<file path="config.mk">
export PLATFORM = sky130hd
export DESIGN_NAME = stk_pipe_ad
export DESIGN_NICKNAME = d
export VERILOG_FILES = /design/src/hw/stk_pkg.sv /design/src/hw/stk_rr_arb.sv /design/src/hw/stk_cmd_queue.sv /design/src/hw/stk_cmd_enq.sv /design/src/hw/stk_active_set.sv /design/src/hw/stk_issue.sv /design/src/hw/stk_pipe_ad.sv
export SDC_FILE = /design/constraint.sdc
export NUM_CORES = 1
export LEC_CHECK = 0
export BUFFER_PORTS_ARGS = -buffer_cell sky130_fd_sc_hd__buf_2
export CAP_MARGIN = 0
export CORE_AREA = 3 3 260 262
export DETAILED_ROUTE_END_ITERATION = 10
export DIE_AREA = 0 0 263 265
export GPL_ROUTABILITY_DRIVEN = 1
export PLACE_DENSITY_LB_ADDON = 0.15
export SETUP_SLACK_MARGIN = 0.1
export SLEW_MARGIN = 30
export SYNTH_ARGS = -nofsm -noshare
export SYNTH_HDL_FRONTEND = slang
export SYNTH_SLANG_ARGS = --single-unit
export TNS_END_PERCENT = 1
</file>
<file path="constraint.sdc">
create_clock -name clk -period 10.91 [get_ports clk]
set_input_delay 1.091 -clock clk [delete_from_list [all_inputs] [get_ports clk]]
set_output_delay 1.091 -clock clk [all_outputs]
set_load 0.02 [all_outputs]
</file>
<file path="src/hw/stk_pkg.sv">
`default_nettype none

package stk_pkg;

  // Push payload width
  localparam int DAT_W = 128;

  // Engine count used when the top level is not overridden
  localparam int ENGS_N_DEFAULT = 4;

  // Entries per command queue
  localparam int QUEUE_DEPTH_DEFAULT = 2;

  // Command opcode width
  localparam int OPCODE_W = 2;

  // Push payload as carried through the pipe
  typedef logic [DAT_W - 1:0] dat_t;

  // Command opcode
  typedef logic [OPCODE_W - 1:0] opcode_t;

  // Supported opcodes
  // Any other encoding on a valid command is never acknowledged
  localparam opcode_t OPCODE_PUSH = opcode_t'(1);
  localparam opcode_t OPCODE_POP = opcode_t'(2);

endpackage : stk_pkg

`default_nettype wire

</file>
<file path="src/hw/stk_rr_arb.sv">
`timescale 1ns/1ps
`default_nettype none

module stk_rr_arb #(
  parameter int W = 2
) (
  input wire logic [W - 1:0]          i_req
, input wire logic                    i_ack
, output wire logic [W - 1:0]         o_gnt
, input wire logic                    clk
, input wire logic                    i_arst_n
);

  // Pointer needs at least one bit even for a single requester
  localparam int PTR_W = (W > 1) ? $clog2(W) : 1;

  logic [PTR_W - 1:0]                 ptr_r;
  logic [PTR_W - 1:0]                 gnt_idx;
  logic [W - 1:0]                     gnt;

  // Scan from the pointer upwards, wrapping at W
  // First requester found wins
  always_comb begin
    int   idx;
    logic found;
    gnt     = '0;
    gnt_idx = '0;
    found   = 1'b0;
    for (int i = 0; i < W; i++) begin
      idx = int'(ptr_r) + i;
      if (idx >= W) begin
        idx = idx - W;
      end
      if (!found && i_req[idx]) begin
        found        = 1'b1;
        gnt[idx]     = 1'b1;
        gnt_idx      = PTR_W'(idx);
      end
    end
  end

  // Priority moves just past the winner once it is taken
  always_ff @(posedge clk or negedge i_arst_n) begin
    if (!i_arst_n) begin
      ptr_r <= '0;
    end else if (i_ack) begin
      ptr_r <= (gnt_idx == PTR_W'(W - 1)) ? '0 : gnt_idx + 1'b1;
    end
  end

  assign o_gnt = gnt;

endmodule : stk_rr_arb

`default_nettype wire

</file>
<file path="src/hw/stk_cmd_queue.sv">
`timescale 1ns/1ps
`default_nettype none

module stk_cmd_queue #(
  parameter int DEPTH = stk_pkg::QUEUE_DEPTH_DEFAULT
, parameter int W = 8
) (
  input wire logic                    i_push
, input wire logic [W - 1:0]          i_push_dat
, input wire logic                    i_pop
, output wire logic [W - 1:0]         o_pop_dat
, output wire logic                   o_full
, output wire logic                   o_empty
, input wire logic                    clk
, input wire logic                    i_arst_n
);

  localparam int PTR_W = (DEPTH > 1) ? $clog2(DEPTH) : 1;
  localparam int CNT_W = $clog2(DEPTH + 1);

  // Entry storage
  logic [W - 1:0]                     mem [DEPTH];

  logic [PTR_W - 1:0]                 wr_ptr_r;
  logic [PTR_W - 1:0]                 rd_ptr_r;
  logic [CNT_W - 1:0]                 cnt_r;
  logic [CNT_W - 1:0]                 cnt_w;
  logic                               full_r;
  logic                               empty_r;
  logic                               wr_en;
  logic                               rd_en;

  // Guard against overflow and underflow
  assign wr_en = i_push & ~full_r;
  assign rd_en = i_pop & ~empty_r;

  // Occupancy after this cycle
  assign cnt_w = cnt_r + CNT_W'(wr_en) - CNT_W'(rd_en);

  // Pointers wrap explicitly so DEPTH need not be a power of two
  always_ff @(posedge clk or negedge i_arst_n) begin
    if (!i_arst_n) begin
      wr_ptr_r <= '0;
      rd_ptr_r <= '0;
      cnt_r    <= '0;
      full_r   <= 1'b0;
      empty_r  <= 1'b1;
    end else begin
      if (wr_en) begin
        wr_ptr_r <= (wr_ptr_r == PTR_W'(DEPTH - 1)) ? '0 : wr_ptr_r + 1'b1;
      end
      if (rd_en) begin
        rd_ptr_r <= (rd_ptr_r == PTR_W'(DEPTH - 1)) ? '0 : rd_ptr_r + 1'b1;
      end
      cnt_r   <= cnt_w;
      // Flags registered from next occupancy
      full_r  <= (cnt_w == CNT_W'(DEPTH));
      empty_r <= (cnt_w == '0);
    end
  end

  always_ff @(posedge clk) begin
    if (wr_en) begin
      mem[wr_ptr_r] <= i_push_dat;
    end
  end

  // Head entry presented combinationally
  assign o_pop_dat = mem[rd_ptr_r];
  assign o_full    = full_r;
  assign o_empty   = empty_r;

endmodule : stk_cmd_queue

`default_nettype wire

</file>
<file path="src/hw/stk_cmd_enq.sv">
`timescale 1ns/1ps
`default_nettype none

module stk_cmd_enq #(
  parameter int ENGS_N = stk_pkg::ENGS_N_DEFAULT
, localparam int ENGID_W = $clog2(ENGS_N)
) (
  input wire logic [ENGS_N - 1:0]                 i_cmd_vld
, input wire stk_pkg::opcode_t [ENGS_N - 1:0]     i_cmd_opcode
, input wire stk_pkg::dat_t [ENGS_N - 1:0]        i_cmd_dat
, input wire logic                                i_qpush_full
, input wire logic                                i_qpop_full
, output wire logic [ENGS_N - 1:0]                o_cmd_ack
, output wire logic                               o_qpush_push
, output wire logic [ENGID_W + stk_pkg::DAT_W - 1:0]
                                                  o_qpush_dat
, output wire logic                               o_qpop_push
, output wire logic [ENGID_W - 1:0]               o_qpop_dat
, input wire logic                                clk
, input wire logic                                i_arst_n
);

  import stk_pkg::*;

  logic [ENGS_N - 1:0]                cmd_is_push;
  logic [ENGS_N - 1:0]                cmd_is_pop;
  logic [ENGS_N - 1:0]                enq_req;
  logic [ENGS_N - 1:0]                enq_gnt;
  logic                               enq_ack;
  logic [ENGID_W - 1:0]               gnt_engid;
  dat_t                               gnt_dat;

  // Per-engine opcode decode, qualified by valid
  for (genvar e = 0; e < ENGS_N; e++) begin : g_dec
    assign cmd_is_push[e] = i_cmd_vld[e] & (i_cmd_opcode[e] == OPCODE_PUSH);
    assign cmd_is_pop[e]  = i_cmd_vld[e] & (i_cmd_opcode[e] == OPCODE_POP);
  end : g_dec

  // Only commands whose target queue has room may compete
  assign enq_req = (cmd_is_push & {ENGS_N{~i_qpush_full}})
                 | (cmd_is_pop & {ENGS_N{~i_qpop_full}});

  stk_rr_arb #(.W(ENGS_N)) u_enq_arb (
    .i_req                    (enq_req)
  , .i_ack                    (enq_ack)
  , .o_gnt                    (enq_gnt)
  , .clk                      (clk)
  , .i_arst_n                 (i_arst_n)
  );

  // One-hot grant to engine ID and data
  // OR reduction is safe since at most one bit is set
  always_comb begin
    gnt_engid = '0;
    gnt_dat   = '0;
    for (int e = 0; e < ENGS_N; e++) begin
      if (enq_gnt[e]) begin
        gnt_engid = gnt_engid | ENGID_W'(e);
        gnt_dat   = gnt_dat | i_cmd_dat[e];
      end
    end
  end

  // Route the winner to its queue
  assign o_qpush_push = (enq_gnt & cmd_is_push) != '0;
  assign o_qpop_push  = (enq_gnt & cmd_is_pop) != '0;

  // Priority advances whenever something is enqueued
  assign enq_ack = o_qpush_push | o_qpop_push;

  // Push entry is ID on top of payload
  assign o_qpush_dat = {gnt_engid, gnt_dat};
  assign o_qpop_dat  = gnt_engid;

  // Same-cycle acknowledge back to the engine
  assign o_cmd_ack = enq_gnt & {ENGS_N{enq_ack}};

endmodule : stk_cmd_enq

`default_nettype wire

</file>
<file path="src/hw/stk_active_set.sv">
`timescale 1ns/1ps
`default_nettype none

module stk_active_set #(
  parameter int ENGS_N = stk_pkg::ENGS_N_DEFAULT
, localparam int ENGID_W = $clog2(ENGS_N)
) (
  input wire logic                    i_issue
, input wire logic [ENGID_W - 1:0]    i_issue_engid
, input wire logic                    i_wrbk_vld
, input wire logic [ENGID_W - 1:0]    i_wrbk_engid
, input wire logic [ENGID_W - 1:0]    i_qpush_head_engid
, input wire logic [ENGID_W - 1:0]    i_qpop_head_engid
, output wire logic                   o_qpush_blocked
, output wire logic                   o_qpop_blocked
, input wire logic                    clk
, input wire logic                    i_arst_n
);

  // One bit per engine with a command in flight
  logic [ENGS_N - 1:0]                active_r;
  logic [ENGS_N - 1:0]                active_w;
  logic [ENGS_N - 1:0]                set_d;
  logic [ENGS_N - 1:0]                clr_d;

  // Decode issue and writeback IDs into masks
  for (genvar e = 0; e < ENGS_N; e++) begin : g_mask
    assign set_d[e] = i_issue & (i_issue_engid == ENGID_W'(e));
    assign clr_d[e] = i_wrbk_vld & (i_wrbk_engid == ENGID_W'(e));
  end : g_mask

  // Set then clear, so a same-cycle writeback wins
  assign active_w = (active_r | set_d) & ~clr_d;

  always_ff @(posedge clk or negedge i_arst_n) begin
    if (!i_arst_n) begin
      active_r <= '0;
    end else begin
      active_r <= active_w;
    end
  end

  // Heads are blocked by the registered bitmap only
  assign o_qpush_blocked = active_r[i_qpush_head_engid];
  assign o_qpop_blocked  = active_r[i_qpop_head_engid];

endmodule : stk_active_set

`default_nettype wire

</file>
<file path="src/hw/stk_issue.sv">
`timescale 1ns/1ps
`default_nettype none

module stk_issue #(
  parameter int ENGS_N = stk_pkg::ENGS_N_DEFAULT
, localparam int ENGID_W = $clog2(ENGS_N)
) (
  input wire logic                    i_qpush_empty
, input wire logic [ENGID_W - 1:0]    i_qpush_head_engid
, input wire stk_pkg::dat_t           i_qpush_head_dat
, input wire logic                    i_qpush_blocked
, input wire logic                    i_qpop_empty
, input wire logic [ENGID_W - 1:0]    i_qpop_head_engid
, input wire logic                    i_qpop_blocked
, input wire logic                    i_al_busy_r
, input wire logic                    i_al_full_r
, output wire logic                   o_qpush_pop
, output wire logic                   o_qpop_pop
, output wire logic                   o_lk_vld_w
, output wire logic [ENGID_W - 1:0]   o_lk_engid_w
, output wire stk_pkg::opcode_t       o_lk_opcode_w
, output wire logic                   o_lk_isfull_w
, output wire logic                   o_lk_dat_vld_w
, output wire stk_pkg::dat_t          o_lk_dat_w
, output wire logic                   o_al_alloc
, input wire logic                    clk
, input wire logic                    i_arst_n
);

  import stk_pkg::*;

  // Requester slots on the issue arbiter
  localparam int IDX_PUSH = 0;
  localparam int IDX_POP = 1;

  logic [1:0]                         deq_req;
  logic [1:0]                         deq_gnt;
  logic                               deq_ack;
  logic                               iss_push;
  logic                               iss_pop;

  // A head may go once its engine is idle
  assign deq_req[IDX_PUSH] = ~i_qpush_empty & ~i_qpush_blocked;
  assign deq_req[IDX_POP]  = ~i_qpop_empty & ~i_qpop_blocked;

  // Allocator busy stalls both queues
  assign deq_ack = ~i_al_busy_r & (deq_req != '0);

  stk_rr_arb #(.W(2)) u_deq_arb (
    .i_req                    (deq_req)
  , .i_ack                    (deq_ack)
  , .o_gnt                    (deq_gnt)
  , .clk                      (clk)
  , .i_arst_n                 (i_arst_n)
  );

  assign iss_push = deq_ack & deq_gnt[IDX_PUSH];
  assign iss_pop  = deq_ack & deq_gnt[IDX_POP];

  // Retire the issued head
  assign o_qpush_pop = iss_push;
  assign o_qpop_pop  = iss_pop;

  assign o_lk_vld_w = deq_ack;

  // AND-OR select of the winning head
  assign o_lk_engid_w = ({ENGID_W{iss_push}} & i_qpush_head_engid)
                      | ({ENGID_W{iss_pop}} & i_qpop_head_engid);

  // Opcode follows from which queue won
  assign o_lk_opcode_w = ({OPCODE_W{iss_push}} & OPCODE_PUSH)
                       | ({OPCODE_W{iss_pop}} & OPCODE_POP);

  // Full status only matters to a push
  assign o_lk_isfull_w = iss_push & i_al_full_r;

  // Payload qualified by data valid
  assign o_lk_dat_vld_w = iss_push;
  assign o_lk_dat_w     = i_qpush_head_dat;

  // Every push claims a new line
  assign o_al_alloc = iss_push;

endmodule : stk_issue

`default_nettype wire

</file>
<file path="src/hw/stk_pipe_ad.sv">
`timescale 1ns/1ps
`default_nettype none

module stk_pipe_ad #(
  parameter int ENGS_N = stk_pkg::ENGS_N_DEFAULT
, parameter int QUEUE_DEPTH = stk_pkg::QUEUE_DEPTH_DEFAULT
, localparam int ENGID_W = $clog2(ENGS_N)
) (
  // Engine commands
  input wire logic [ENGS_N - 1:0]                 i_cmd_vld
, input wire stk_pkg::opcode_t [ENGS_N - 1:0]     i_cmd_opcode
, input wire stk_pkg::dat_t [ENGS_N - 1:0]        i_cmd_dat
, output wire logic [ENGS_N - 1:0]                o_cmd_ack
  // Look-up stage
, output wire logic                               o_lk_vld_w
, output wire logic [ENGID_W - 1:0]               o_lk_engid_w
, output wire stk_pkg::opcode_t                   o_lk_opcode_w
, output wire logic                               o_lk_isfull_w
, output wire logic                               o_lk_dat_vld_w
, output wire stk_pkg::dat_t                      o_lk_dat_w
  // Allocator
, input wire logic                                i_al_full_r
, input wire logic                                i_al_busy_r
, output wire logic                               o_al_alloc
  // Writeback
, input wire logic                                i_wrbk_uc_vld_r
, input wire logic [ENGID_W - 1:0]                i_wrbk_uc_engid_r
, input wire logic                                clk
, input wire logic                                i_arst_n
);

  import stk_pkg::*;

  // Push queue entry is engine ID plus payload
  localparam int QPUSH_W = ENGID_W + DAT_W;

  logic                               qpush_push;
  logic [QPUSH_W - 1:0]               qpush_push_dat;
  logic                               qpush_pop;
  logic [QPUSH_W - 1:0]               qpush_pop_dat;
  logic                               qpush_full;
  logic                               qpush_empty;
  logic                               qpush_blocked;

  logic                               qpop_push;
  logic [ENGID_W - 1:0]               qpop_push_dat;
  logic                               qpop_pop;
  logic [ENGID_W - 1:0]               qpop_pop_dat;
  logic                               qpop_full;
  logic                               qpop_empty;
  logic                               qpop_blocked;

  // Split the push head back into its fields
  logic [ENGID_W - 1:0]               qpush_head_engid;
  dat_t                               qpush_head_dat;

  assign qpush_head_engid = qpush_pop_dat[DAT_W +: ENGID_W];
  assign qpush_head_dat   = qpush_pop_dat[DAT_W - 1:0];

  // Decode, arbitrate and enqueue
  stk_cmd_enq #(.ENGS_N(ENGS_N)) u_enq (
    .i_cmd_vld                (i_cmd_vld)
  , .i_cmd_opcode             (i_cmd_opcode)
  , .i_cmd_dat                (i_cmd_dat)
  , .i_qpush_full             (qpush_full)
  , .i_qpop_full              (qpop_full)
  , .o_cmd_ack                (o_cmd_ack)
  , .o_qpush_push             (qpush_push)
  , .o_qpush_dat              (qpush_push_dat)
  , .o_qpop_push              (qpop_push)
  , .o_qpop_dat               (qpop_push_dat)
  , .clk                      (clk)
  , .i_arst_n                 (i_arst_n)
  );

  stk_cmd_queue #(.DEPTH(QUEUE_DEPTH), .W(QPUSH_W)) u_qpush (
    .i_push                   (qpush_push)
  , .i_push_dat               (qpush_push_dat)
  , .i_pop                    (qpush_pop)
  , .o_pop_dat                (qpush_pop_dat)
  , .o_full                   (qpush_full)
  , .o_empty                  (qpush_empty)
  , .clk                      (clk)
  , .i_arst_n                 (i_arst_n)
  );

  stk_cmd_queue #(.DEPTH(QUEUE_DEPTH), .W(ENGID_W)) u_qpop (
    .i_push                   (qpop_push)
  , .i_push_dat               (qpop_push_dat)
  , .i_pop                    (qpop_pop)
  , .o_pop_dat                (qpop_pop_dat)
  , .o_full                   (qpop_full)
  , .o_empty                  (qpop_empty)
  , .clk                      (clk)
  , .i_arst_n                 (i_arst_n)
  );

  // Issued engine is marked busy until its writeback returns
  stk_active_set #(.ENGS_N(ENGS_N)) u_active (
    .i_issue                  (o_lk_vld_w)
  , .i_issue_engid            (o_lk_engid_w)
  , .i_wrbk_vld               (i_wrbk_uc_vld_r)
  , .i_wrbk_engid             (i_wrbk_uc_engid_r)
  , .i_qpush_head_engid       (qpush_head_engid)
  , .i_qpop_head_engid        (qpop_pop_dat)
  , .o_qpush_blocked          (qpush_blocked)
  , .o_qpop_blocked           (qpop_blocked)
  , .clk                      (clk)
  , .i_arst_n                 (i_arst_n)
  );

  stk_issue #(.ENGS_N(ENGS_N)) u_issue (
    .i_qpush_empty            (qpush_empty)
  , .i_qpush_head_engid       (qpush_head_engid)
  , .i_qpush_head_dat         (qpush_head_dat)
  , .i_qpush_blocked          (qpush_blocked)
  , .i_qpop_empty             (qpop_empty)
  , .i_qpop_head_engid        (qpop_pop_dat)
  , .i_qpop_blocked           (qpop_blocked)
  , .i_al_busy_r              (i_al_busy_r)
  , .i_al_full_r              (i_al_full_r)
  , .o_qpush_pop              (qpush_pop)
  , .o_qpop_pop               (qpop_pop)
  , .o_lk_vld_w               (o_lk_vld_w)
  , .o_lk_engid_w             (o_lk_engid_w)
  , .o_lk_opcode_w            (o_lk_opcode_w)
  , .o_lk_isfull_w            (o_lk_isfull_w)
  , .o_lk_dat_vld_w           (o_lk_dat_vld_w)
  , .o_lk_dat_w               (o_lk_dat_w)
  , .o_al_alloc               (o_al_alloc)
  , .clk                      (clk)
  , .i_arst_n                 (i_arst_n)
  );

endmodule : stk_pipe_ad

`default_nettype wire

</file>
Word-level counts from Yosys, hierarchy flattened
Memory sizes are Yosys's and may differ from the RTL's.
Index checks and enable logic that the tools add are counted.
Storage, ports and cells
  flip-flop bits (word level): 19
  memories: 2
  RAM bits: 264
  output and inout bits: 140
Memory list
  u_qpush.mem: depth 2, width 130, read ports 1, clocked after memory_dff 0, wr ports 1, line stk_cmd_queue.sv:22  | logic [W - 1:0] mem [DEPTH];
  u_qpop.mem: depth 2, width 2, read ports 1, clocked after memory_dff 0, wr ports 1, line stk_cmd_queue.sv:22
Operators by class
  equality and inequality tests: 17
  $add $sub $neg: 20
  muxes and demuxes: 73
  reduce and logical (&&, ||, !) cells: 21
  bitwise operators: 54
  order comparisons: 20
Operators by type and width (number)
  two-way mux 128 bit: 4
  bitwise OR 128 bit: 3
  >= comparator 32 x 1 -> 1 bit, second input constant: 6
  two-way mux 32 bit: 6
  < comparator 32 x 4 -> 1 bit, second input constant: 4
  < comparator 32 x 3 -> 1 bit, second input constant: 2
  two-way mux 1 bit: 38
  AND 1 bit: 26
  AND 4 bit: 6
  == test 2 bit, second input constant: 11
  bitwise OR 4 bit: 5
  two-way mux 2 bit: 9
  two-way mux 4 bit: 4
  binary-select mux 1 bit (select 2 bit): 6
  == test 2 x 1 -> 1 bit, second input constant: 6
  subtractor 3 x 3 -> 4 bit, second input constant: 3
  logical AND 1 bit: 10
  >= comparator 3 bit, second input constant: 3
  demux 1 bit (select 2 bit): 4
  logical NOT 2 bit: 4
  nonzero test 4 bit: 2
  NOT 1 bit: 7
  adder 2 x 2 -> 3 bit, second input constant: 2
  < comparator 2 x 3 -> 1 bit, second input constant: 2
  other kinds (20): 32

Longest topological paths before layout
Gate-level depths: netlist of the first run.
  depth in word-level cells: 24
  gate-level depth with buffers: 16
  depth with buffers taken out: 14

Modules after synthesis
From an unflattened synthesis of the first run, not the netlist that was laid out.
Unflattened totals
  cells, all modules: 1156
  area, all modules: 15497.4 um2
Modules (own cells, without submodules)
  stk_cmd_queue (u_qpush): cells each 426, area each 10015.9 um2, times used 1
  stk_cmd_enq: cells each 480, area each 3153.0 um2, times used 1
  stk_issue: cells each 144, area each 1093.5 um2, times used 1
  stk_rr_arb (u_enq.u_enq_arb): cells each 56, area each 523.0 um2, times used 1
  stk_cmd_queue (u_qpop): cells each 27, area each 434.2 um2, times used 1
  stk_active_set: cells each 17, area each 221.5 um2, times used 1
  stk_rr_arb (u_issue.u_deq_arb): cells each 6, area each 56.3 um2, times used 1

Worst setup path before layout of the first run
OpenSTA, ideal clock, no wires.
  path type: input-to-reg
  from: in i_cmd_opcode[1] (netlist bit)
  to: mem u_qpush.mem[0][0] (netlist bit), enable pin
  library setup time: 0.636 ns
  data arrival time: 9.018 ns
  cell stages on the path: 9
  path slack: 1.255 ns
  path buffers: 0
  cell sequence: and4bb_1 > or2_1 > mux4_2 > or3_4 > o221ai_2 > and4b_1 > a41oi_1 > a31oi_1 > nor2b_1
Between the ends
  cells in the longest elaborated chain, start to end: 22
  elaborated cells on any way between the ends: 40
  classes of those cells: eq/ne: 2; mux: 21; bitwise: 10; reduce/logical: 7
Ends and longest elaborated chain
  start, declared: line stk_pipe_ad.sv:11  | , input wire stk_pkg::opcode_t [ENGS_N - 1:0] i_cmd_opcode
  == test 2 x 1 -> 1 bit or == test 2 bit (tied branches): line stk_cmd_enq.sv:35, stk_cmd_enq.sv:36
  AND 1 bit, on equally long branches: line stk_cmd_enq.sv:35, stk_cmd_enq.sv:36
  AND 4 bit, on equally long branches: line stk_cmd_enq.sv:40, stk_cmd_enq.sv:41
  bitwise OR 4 bit: line stk_cmd_enq.sv:41  | | (cmd_is_pop & {ENGS_N{~i_qpop_full}});
  binary-select mux 1 bit (select 2 bit): line stk_rr_arb.sv:34  | if (!found && i_req[idx]) begin
  two-way mux 1 bit (not written as such) (2 in a row): line stk_rr_arb.sv:34
  two-way mux 1 bit: line stk_rr_arb.sv:34
  logical NOT 1 bit: line stk_rr_arb.sv:34
  [... 5 more ...]
  logical NOT 1 bit: line stk_rr_arb.sv:34
  logical AND 1 bit: line stk_rr_arb.sv:34
  two-way mux 4 bit: line stk_rr_arb.sv:34
  AND 4 bit (*): line stk_cmd_enq.sv:65  | assign o_qpush_push = (enq_gnt & cmd_is_push) != '0;
  nonzero test 4 bit (*): line stk_cmd_enq.sv:65
  AND 1 bit (*): line stk_cmd_queue.sv:34  | assign wr_en = i_push & ~full_r;
  two-way mux 1 bit (*): line stk_cmd_queue.sv:63  | if (wr_en) begin
  two-way mux 1 bit (not written as such) (*): line stk_cmd_queue.sv:64  | mem[wr_ptr_r] <= i_push_dat;
  end, declared: line stk_cmd_queue.sv:22
Every way passes the cells marked *; elsewhere a longest branch is shown, timed or not. The select of a mux whose other input is x is not followed.

Worst setup path after layout of the first run
  from: reg u_enq.u_enq_arb.ptr_r[0]
  to: out o_cmd_ack[2]
Between the ends
  cells in the longest elaborated chain, start to end: 19
  elaborated cells on any way between the ends: 69
  classes of those cells: add/sub: 7; order compare: 12; mux: 31; bitwise: 7; reduce/logical: 12
Ends and longest elaborated chain
  start, declared: line stk_rr_arb.sv:17  | logic [PTR_W - 1:0] ptr_r;
  start signal, assigned: line stk_rr_arb.sv:47  | ptr_r <= (gnt_idx == PTR_W'(W - 1)) ? '0 : gnt_idx + 1'b1;
  branches (longest 14 deep; another with >= comparator 32 x 1 -> 1 bit)
  two-way mux 4 bit (*): line stk_rr_arb.sv:34
  AND 4 bit, on equally long branches: line stk_cmd_enq.sv:65, stk_cmd_enq.sv:66
  nonzero test 4 bit, on equally long branches: line stk_cmd_enq.sv:65, stk_cmd_enq.sv:66
  bitwise OR 1 bit: line stk_cmd_enq.sv:69  | assign enq_ack = o_qpush_push | o_qpop_push;
  AND 4 bit (*): line stk_cmd_enq.sv:76  | assign o_cmd_ack = enq_gnt & {ENGS_N{enq_ack}};
  end, declared: line stk_pipe_ad.sv:13  | , output wire logic [ENGS_N - 1:0] o_cmd_ack
Every way passes the cells marked *. The select of a mux whose other input is x is not followed.

==> results of run 1 <==
==> Yosys cell counts, types with 3 or more instances <==
library cell  instances
buf_1                 3
or2_1                 5
buf_2                13
nor2_1               17
xnor2_1               7
a221oi_1              3
o211ai_1              4
a41oi_1               5
xor2_1                3
a222oi_1            128
ha_1                 10
o221ai_2              3
nand2_1             269
clkbuf_1             61
nand4b_1              5
dfrtp_1              17
mux2_2              128
a21oi_1               4
nor4bb_1              6
inv_1                20
o21ai_0               6
a31oi_1               6
buf_4                 3
mux2i_1               8
nor2b_1               9
and2_1                4
edfxtp_1            264
==> power breakdown <==
part	switching, mW	internal [mW]
Sequential	0.0943	1.86
Clock	0.453	0.627
Combinational	2.18	1.12
==> cell type report <==
class                   instances  share of cell area
flip-flops and latches        283               0.443
well taps                     864              0.0569
inverters                      20             0.00395
multi-input cells             663               0.258
clock inverters                21             0.00599
clock buffers                  43              0.0505
diodes                          3            0.000395
repair buffers                683               0.182
==> worst min path at each step <==
| stage | to | slack [ns] | cells after the start |
|---|---|---|---|
| 6_report | u_qpop.wr_ptr_r$_DFFE_PN0P_ | 0.49 | 1 |
| 5_1_grt | u_qpop.wr_ptr_r$_DFFE_PN0P_ | 0.49 | 1 |
| 4_1_cts | u_qpop.wr_ptr_r$_DFFE_PN0P_ | 0.48 | 1 |
| 3_5_place_dp | u_qpop.wr_ptr_r$_DFFE_PN0P_ | 0.47 | 1 |
| 3_3_place_gp | u_qpop.wr_ptr_r$_DFFE_PN0P_ | 0.47 | 1 |
| 2_1_floorplan | u_qpop.wr_ptr_r$_DFFE_PN0P_ | 0.46 | 1 |
==> registers in the layout, indices dropped and copies added (netlist names), 2 cells and up, named ones only <==
register               count
u_qpush.mem              260
u_active.active_r          4
u_qpop.mem                 4
u_enq.u_enq_arb.ptr_r      2
u_qpop.cnt_r               2
u_qpush.cnt_r              2
==> cells by family after synthesis <==
group | after synthesis | synth area share
simple gates | 329 | 0.103
flops | 283 | 0.615
compound gates | 175 | 0.121
mux | 139 | 0.116
buf+inv | 100 | 0.0295
xor+xnor | 10 | 0.00641
fa+ha+maj | 10 | 0.00916
==> per-stage QoR <==
step	util	worst slack, ns	power, mW	std cells	area (um^2)
2_1_floorplan	-	1.26	4.19	1046	13700
3_3_place_gp	0.273	4.66	5.31	2513	17900
3_5_place_dp	0.273	4.65	5.36	2513	17900
4_1_cts	0.289	4.70	6.47	2577	19000
5_1_grt	0.289	4.42	6.80	2579	19000
6_report	0.289	4.80	6.33	2580	19000
==> metal layers <==
metal	part of all wire	global-route usage	vias to the layer above
li1	-	-	5432
met1	0.38	0.151	5558
met2	0.51	0.239	520
met3	0.073	0.0343	77
met4	0.029	0.0496	2
met5	0.00024	0	-
==> flow_metrics.env, run 1 <==
export IMPL_status="complete, but fails checks"
export IMPL_violations="design-rule violations"
export IMPL_clk_pin_slew_ns=0.06
export IMPL_drt_initial_drc_count=1040
export IMPL_min_from="u_qpop.wr_ptr_r$_DFFE_PN0P_"
export IMPL_cts_root_buf="clkbuf_16"
export IMPL_route_detailed_drc=7
export IMPL_syn_to_final_growth_pct=39.0
export IMPL_grt_pass1_wl_um=71500
export IMPL_portBuffers=670
export IMPL_globalRouteOverflowTotal=0
export IMPL_final_cell_mix="670 x buf_2, 269 x nand2_1, 264 x edfxtp_1, 128 x mux2_2, 128 x a222oi_1"
export IMPL_cts_hold_buf=0
export IMPL_fin_nets=2228
export IMPL_startpoint="u_enq.u_enq_arb.ptr_r[0]$_DFFE_PN0N_"
export IMPL_clock_path_buffers=3
export IMPL_worst_path_stages=11
export IMPL_crit_buf_inv=2
export IMPL_boundaryPins=671
export IMPL_synthTopCellsByArea="edfxtp_1 58%, mux2_2 11%, a222oi_1 9.4%, nand2_1 7.4%, dfrtp_1 3.1%"
export IMPL_grt_start_max_net_pins=68
export IMPL_vias=11600
export IMPL_critPathKind="reg -> out"
export IMPL_reg2regPathDepth=11
export IMPL_cts_tree="done"
export IMPL_endpoint="o_cmd_ack[2]"
export IMPL_dieArea_um2=69700
export IMPL_grt_pass1_vias=11700
export IMPL_cp_cell_sequence="inv_1 -> ha_1 -> nor2b_1 -> a22o_1 -> o21bai_1 -> nor2_1 -> or2_4 -> a41oi_1 -> and4b_1 -> nor2_1 -> buf_2"
export IMPL_die_h_um=265
export IMPL_crit_top_cell="nor2_1"
export IMPL_max_clock_freq_mhz=164
export IMPL_final_setup_tns_ns=0
export IMPL_grt_total_usage=0.133
export IMPL_rsz0062_at_grt="no"
export IMPL_ant_nets=0
export IMPL_critPathSlowestCell="o21bai_1"
export IMPL_finClkSkew_ns=0.0185
export IMPL_r2r_slack_ns=5.26
export IMPL_start_util=0.208
export IMPL_hold_path_class="reg -> reg"
export IMPL_worstMarginPinSlew_ns=0.986
export IMPL_die_w_um=263
export IMPL_synth_top_area_share=0.580
export IMPL_crit_family="compound AO/OA/AOI/OAI gates"
export IMPL_via_per_inst=4.49
export IMPL_synthesis_area_um2=13700
export IMPL_ys_seq_elements=283
export IMPL_multiInputGateArea_um2=4900
export IMPL_powerDensity_nw_per_um2=333
export IMPL_synth_cell_types=54
export IMPL_slew_viol_final=0
export IMPL_relSlewSlack=0.341
export IMPL_yosys_warnings=0
export IMPL_fin_hold_ws_ns=0.488
export IMPL_post_drt_wl_per_cell_um=19.2
export IMPL_end_kind="output pin"
export IMPL_arrival_ns=5.02
export IMPL_antenna_found_initial=3
export IMPL_nFillCells=6875
export IMPL_htreeDepth=2
export IMPL_cp_slowest_stage_delay_ns=0.79
export IMPL_yosysTopAreaCell="edfxtp_1"
export IMPL_hpwlAfterDp_um=37900
export IMPL_ir_drop_v=0.000189
export IMPL_ys_async_sr_fraction=0.0671
export IMPL_p_leak_nw=7.99
export IMPL_synthesis_instances=1046
export IMPL_ys_seq_area_frac=0.615
export IMPL_drv_cap=0
export IMPL_reg2reg_from="u_enq.u_enq_arb.ptr_r[0]$_DFFE_PN0N_"
export IMPL_start_kind="register"
export IMPL_r2r_end="u_qpush.mem[0][87]$_DFFE_PP_"
export IMPL_finalHoldViolCount=0
export IMPL_drt_total_wl_um=49600
export IMPL_drive_above_1_share=0.511
export IMPL_final_common_cell="buf_2"
export IMPL_design_core_area_um2=65600
export IMPL_finalCritPeriodShare=0.560
export IMPL_clock_sinks=283
export IMPL_syn_area_per_cell_um2=13.1
export IMPL_syn_nets=1587
export IMPL_rows=94
export IMPL_required_ns=9.82
export IMPL_ys_flop_type="edfxtp_1"
export IMPL_synth_enable_flop_cells=264
export IMPL_finalCriticalPeriod_ns=6.11
export IMPL_post_cts_resized=0
export IMPL_post_cts_buffers=0
export IMPL_clk_latency_ns=0.53
export IMPL_place_congestion=0.904
export IMPL_cts_made_buffers=36
export IMPL_path_max_fanout=67
export IMPL_drt_pass1_iterations=11
export IMPL_setup_viol=0
export IMPL_seq_area_um2=8410
Power figures use the tool's default switching activity.
==> run 2, diff against run 1 <==
CORE_AREA = 3 3 262 264   (was 3 3 260 262)
DIE_AREA = 0 0 265 267   (was 0 0 263 265)
clock period = 5.2 ns   (was 10.91 ns; I/O delays follow)
==> flow_metrics.env, run 2 (synthesis results as in run 1) <==
export IMPL_status="finished, final reports clean"
export IMPL_rsz0062_at_grt="no"
export IMPL_drt_total_wl_um=49800
export IMPL_final_common_cell="buf_2"
export IMPL_seq_power_share=0.301
export IMPL_multiInputGateArea_um2=4910
export IMPL_setup_viol=0
export IMPL_die_w_um=265
export IMPL_required_ns=4.68
export IMPL_cts_made_buffers=36
export IMPL_finalCritPeriodShare=0.897
export IMPL_clk_latency_ns=0.52
export IMPL_htreeDepth=2
export IMPL_setup_slack_ns=0.537
export IMPL_fin_util=0.287
export IMPL_ant_nets=0
export IMPL_start_util=0.205
export IMPL_hpwlAfterDp_um=36400
export IMPL_r2r_slack_ns=0.74
export IMPL_grt_pass1_wl_um=69700
export IMPL_cts_tree="done"
export IMPL_dieArea_um2=70800
export IMPL_post_drt_wl_per_cell_um=19.2
export IMPL_slew_viol_final=0
export IMPL_largest_reg_flops=260
export IMPL_grt_total_usage=0.129
export IMPL_finalCriticalPeriod_ns=4.66
export IMPL_relSlewSlack=0.415
export IMPL_drt_pass1_iterations=9
export IMPL_top_regs="u_qpush.mem (260), u_active.active_r (4), u_qpop.mem (4)"
export IMPL_finalHoldViolCount=0
export IMPL_syn_to_final_growth_pct=40.5
export IMPL_grt_pass1_vias=11500
export IMPL_cts_root_buf="clkbuf_16"
export IMPL_final_cell_mix="670 x buf_2, 269 x nand2_1, 264 x edfxtp_1, 128 x mux2_2, 128 x a222oi_1"
export IMPL_place_congestion=0.868
export IMPL_finClkSkew_ns=0.0124
export IMPL_reg2regPathDepth=11
export IMPL_powerDensity_nw_per_um2=705
export IMPL_ir_drop_v=0.000583
export IMPL_power_frac_comb=0.517
export IMPL_antenna_found_initial=12
export IMPL_route_detailed_drc=0
export IMPL_critPathKind="reg -> out"
export IMPL_reg2reg_from="u_enq.u_enq_arb.ptr_r[0]$_DFFE_PN0N_"
export IMPL_pre_cts_ws_ns=0.726
export IMPL_r2r_end="u_qpush.mem[1][38]$_DFFE_PP_"
export IMPL_drv_cap=0
export IMPL_vias=11700
export IMPL_clkPwrFrac=0.182
export IMPL_rows=95
export IMPL_clock_path_buffers=3
export IMPL_final_setup_tns_ns=0
export IMPL_path_max_fanout=16
export IMPL_p_leak_nw=8.06
export IMPL_top_register="u_qpush.mem"
export IMPL_grt_start_max_net_pins=130
export IMPL_total_power_mw=13.5
export IMPL_hold_path_class="in -> reg"
export IMPL_fin_nets=2229
export IMPL_clk_pin_slew_ns=0.06
export IMPL_boundaryPins=671
export IMPL_design_core_area_um2=66800
export IMPL_arrival_ns=4.14
export IMPL_end_kind="output pin"
export IMPL_max_clock_freq_mhz=214
export IMPL_portBuffers=670
export IMPL_drive_above_1_share=0.512
export IMPL_start_kind="register"
export IMPL_p_sw_mw=5.70
export IMPL_internal_power_mw=7.83
export IMPL_nFillCells=7019
export IMPL_seq_area_um2=8410
export IMPL_via_per_inst=4.53
export IMPL_clock_sinks=283
export IMPL_sw_frac_of_total=0.421
export IMPL_startpoint="u_enq.u_enq_arb.ptr_r[0]$_DFFE_PN0N_"
export IMPL_worstMarginPinSlew_ns=0.878
export IMPL_drt_initial_drc_count=1099
export IMPL_endpoint="o_cmd_ack[2]"
export IMPL_die_h_um=267
export IMPL_globalRouteOverflowTotal=0
## run 2: changes by cell type in the layout (fill, tap and decap cells not counted), moves of 2 or more
cell,previous run,this run
clkinv_2,6,3
bufinv_16,0,4
buf_4,13,7
diode_2,3,5
clkbuf_1,5,9
clkinv_1,9,6
buf_12,0,6
## run 2: final cells by class
cell class                      count  area share
Antenna cell                        5    0.000652
Tap cell                          873      0.0569
Timing Repair Buffer              684       0.184
Multi-Input combinational cell    663       0.256
Clock buffer                       47      0.0507
Clock inverter                     17     0.00997
Sequential cell                   283       0.438
Inverter                           20     0.00391
## run 2: worst max-delay path, cell delays in order, from the launching register on
cell and delay [ns]:
dfrtp_1 0.62, inv_1 0.26, ha_1 0.44, nor2b_1 0.19, a22o_1 0.25, o21bai_2 0.46
nor2_1 0.16, or2_4 0.27, a41oi_1 0.28, and4b_1 0.44, nor2_1 0.08, buf_2 0.17
## run 2: layer usage
metal,GRT usage,wire length [um],vias to the layer above,share of wire
li1,-,-,5448,-
met1,0.145,18600,5654,0.37
met2,0.231,25500,549,0.51
met3,0.0362,4010,86,0.080
met4,0.0548,1710,10,0.034
met5,0,69,-,0.0014
## run 2: how the worst min path moves through the flow
stage | endpoint | start | slack, ns | cells past startpoint
final | u_active.active_r[3]$_DFF_PN0_ | i_wrbk_uc_engid_r[0] | 0.23 | 2
after global routing | u_active.active_r[3]$_DFF_PN0_ | i_wrbk_uc_engid_r[0] | 0.21 | 2
after detailed placement | u_qpop.wr_ptr_r$_DFFE_PN0P_ | u_qpop.wr_ptr_r$_DFFE_PN0P_ | 0.48 | 1
after floorplan | async pin | i_arst_n | 0.22 | 0
after CTS | u_active.active_r[3]$_DFF_PN0_ | i_wrbk_uc_engid_r[0] | 0.17 | 2
after global placement | u_qpop.wr_ptr_r$_DFFE_PN0P_ | u_qpop.wr_ptr_r$_DFFE_PN0P_ | 0.47 | 1
## run 2: what timing repair did
action,CTS,global route
endpoints found under the setup margin,0,4
endpoints found under the hold margin,17,0
resized for setup,0,1
setup buffers,0,0
hold buffers,1,0
## run 2: per-stage QoR
step | instances | cell area [um^2] | hold slack, ns
final | 2592 | 19200 | 0.233
after global routing | 2592 | 19200 | 0.209
after CTS | 2587 | 19200 | 0.174
after detailed placement | 2522 | 18000 | 0.482
after global placement | 2522 | 18000 | 0.472
after floorplan | 1046 | 13700 | 0.224
## run 2: power by group through the flow
stage,Combinational (mW),Clock [mW],Sequential [mW]
3_3_place_gp,7.01,0,4.12
4_1_cts,7.17,2.58,4.09
2_1_floorplan,4.71,0,4.05
3_5_place_dp,7.14,0,4.13
6_report,7.00,2.46,4.08
5_1_grt,7.72,2.66,4.12
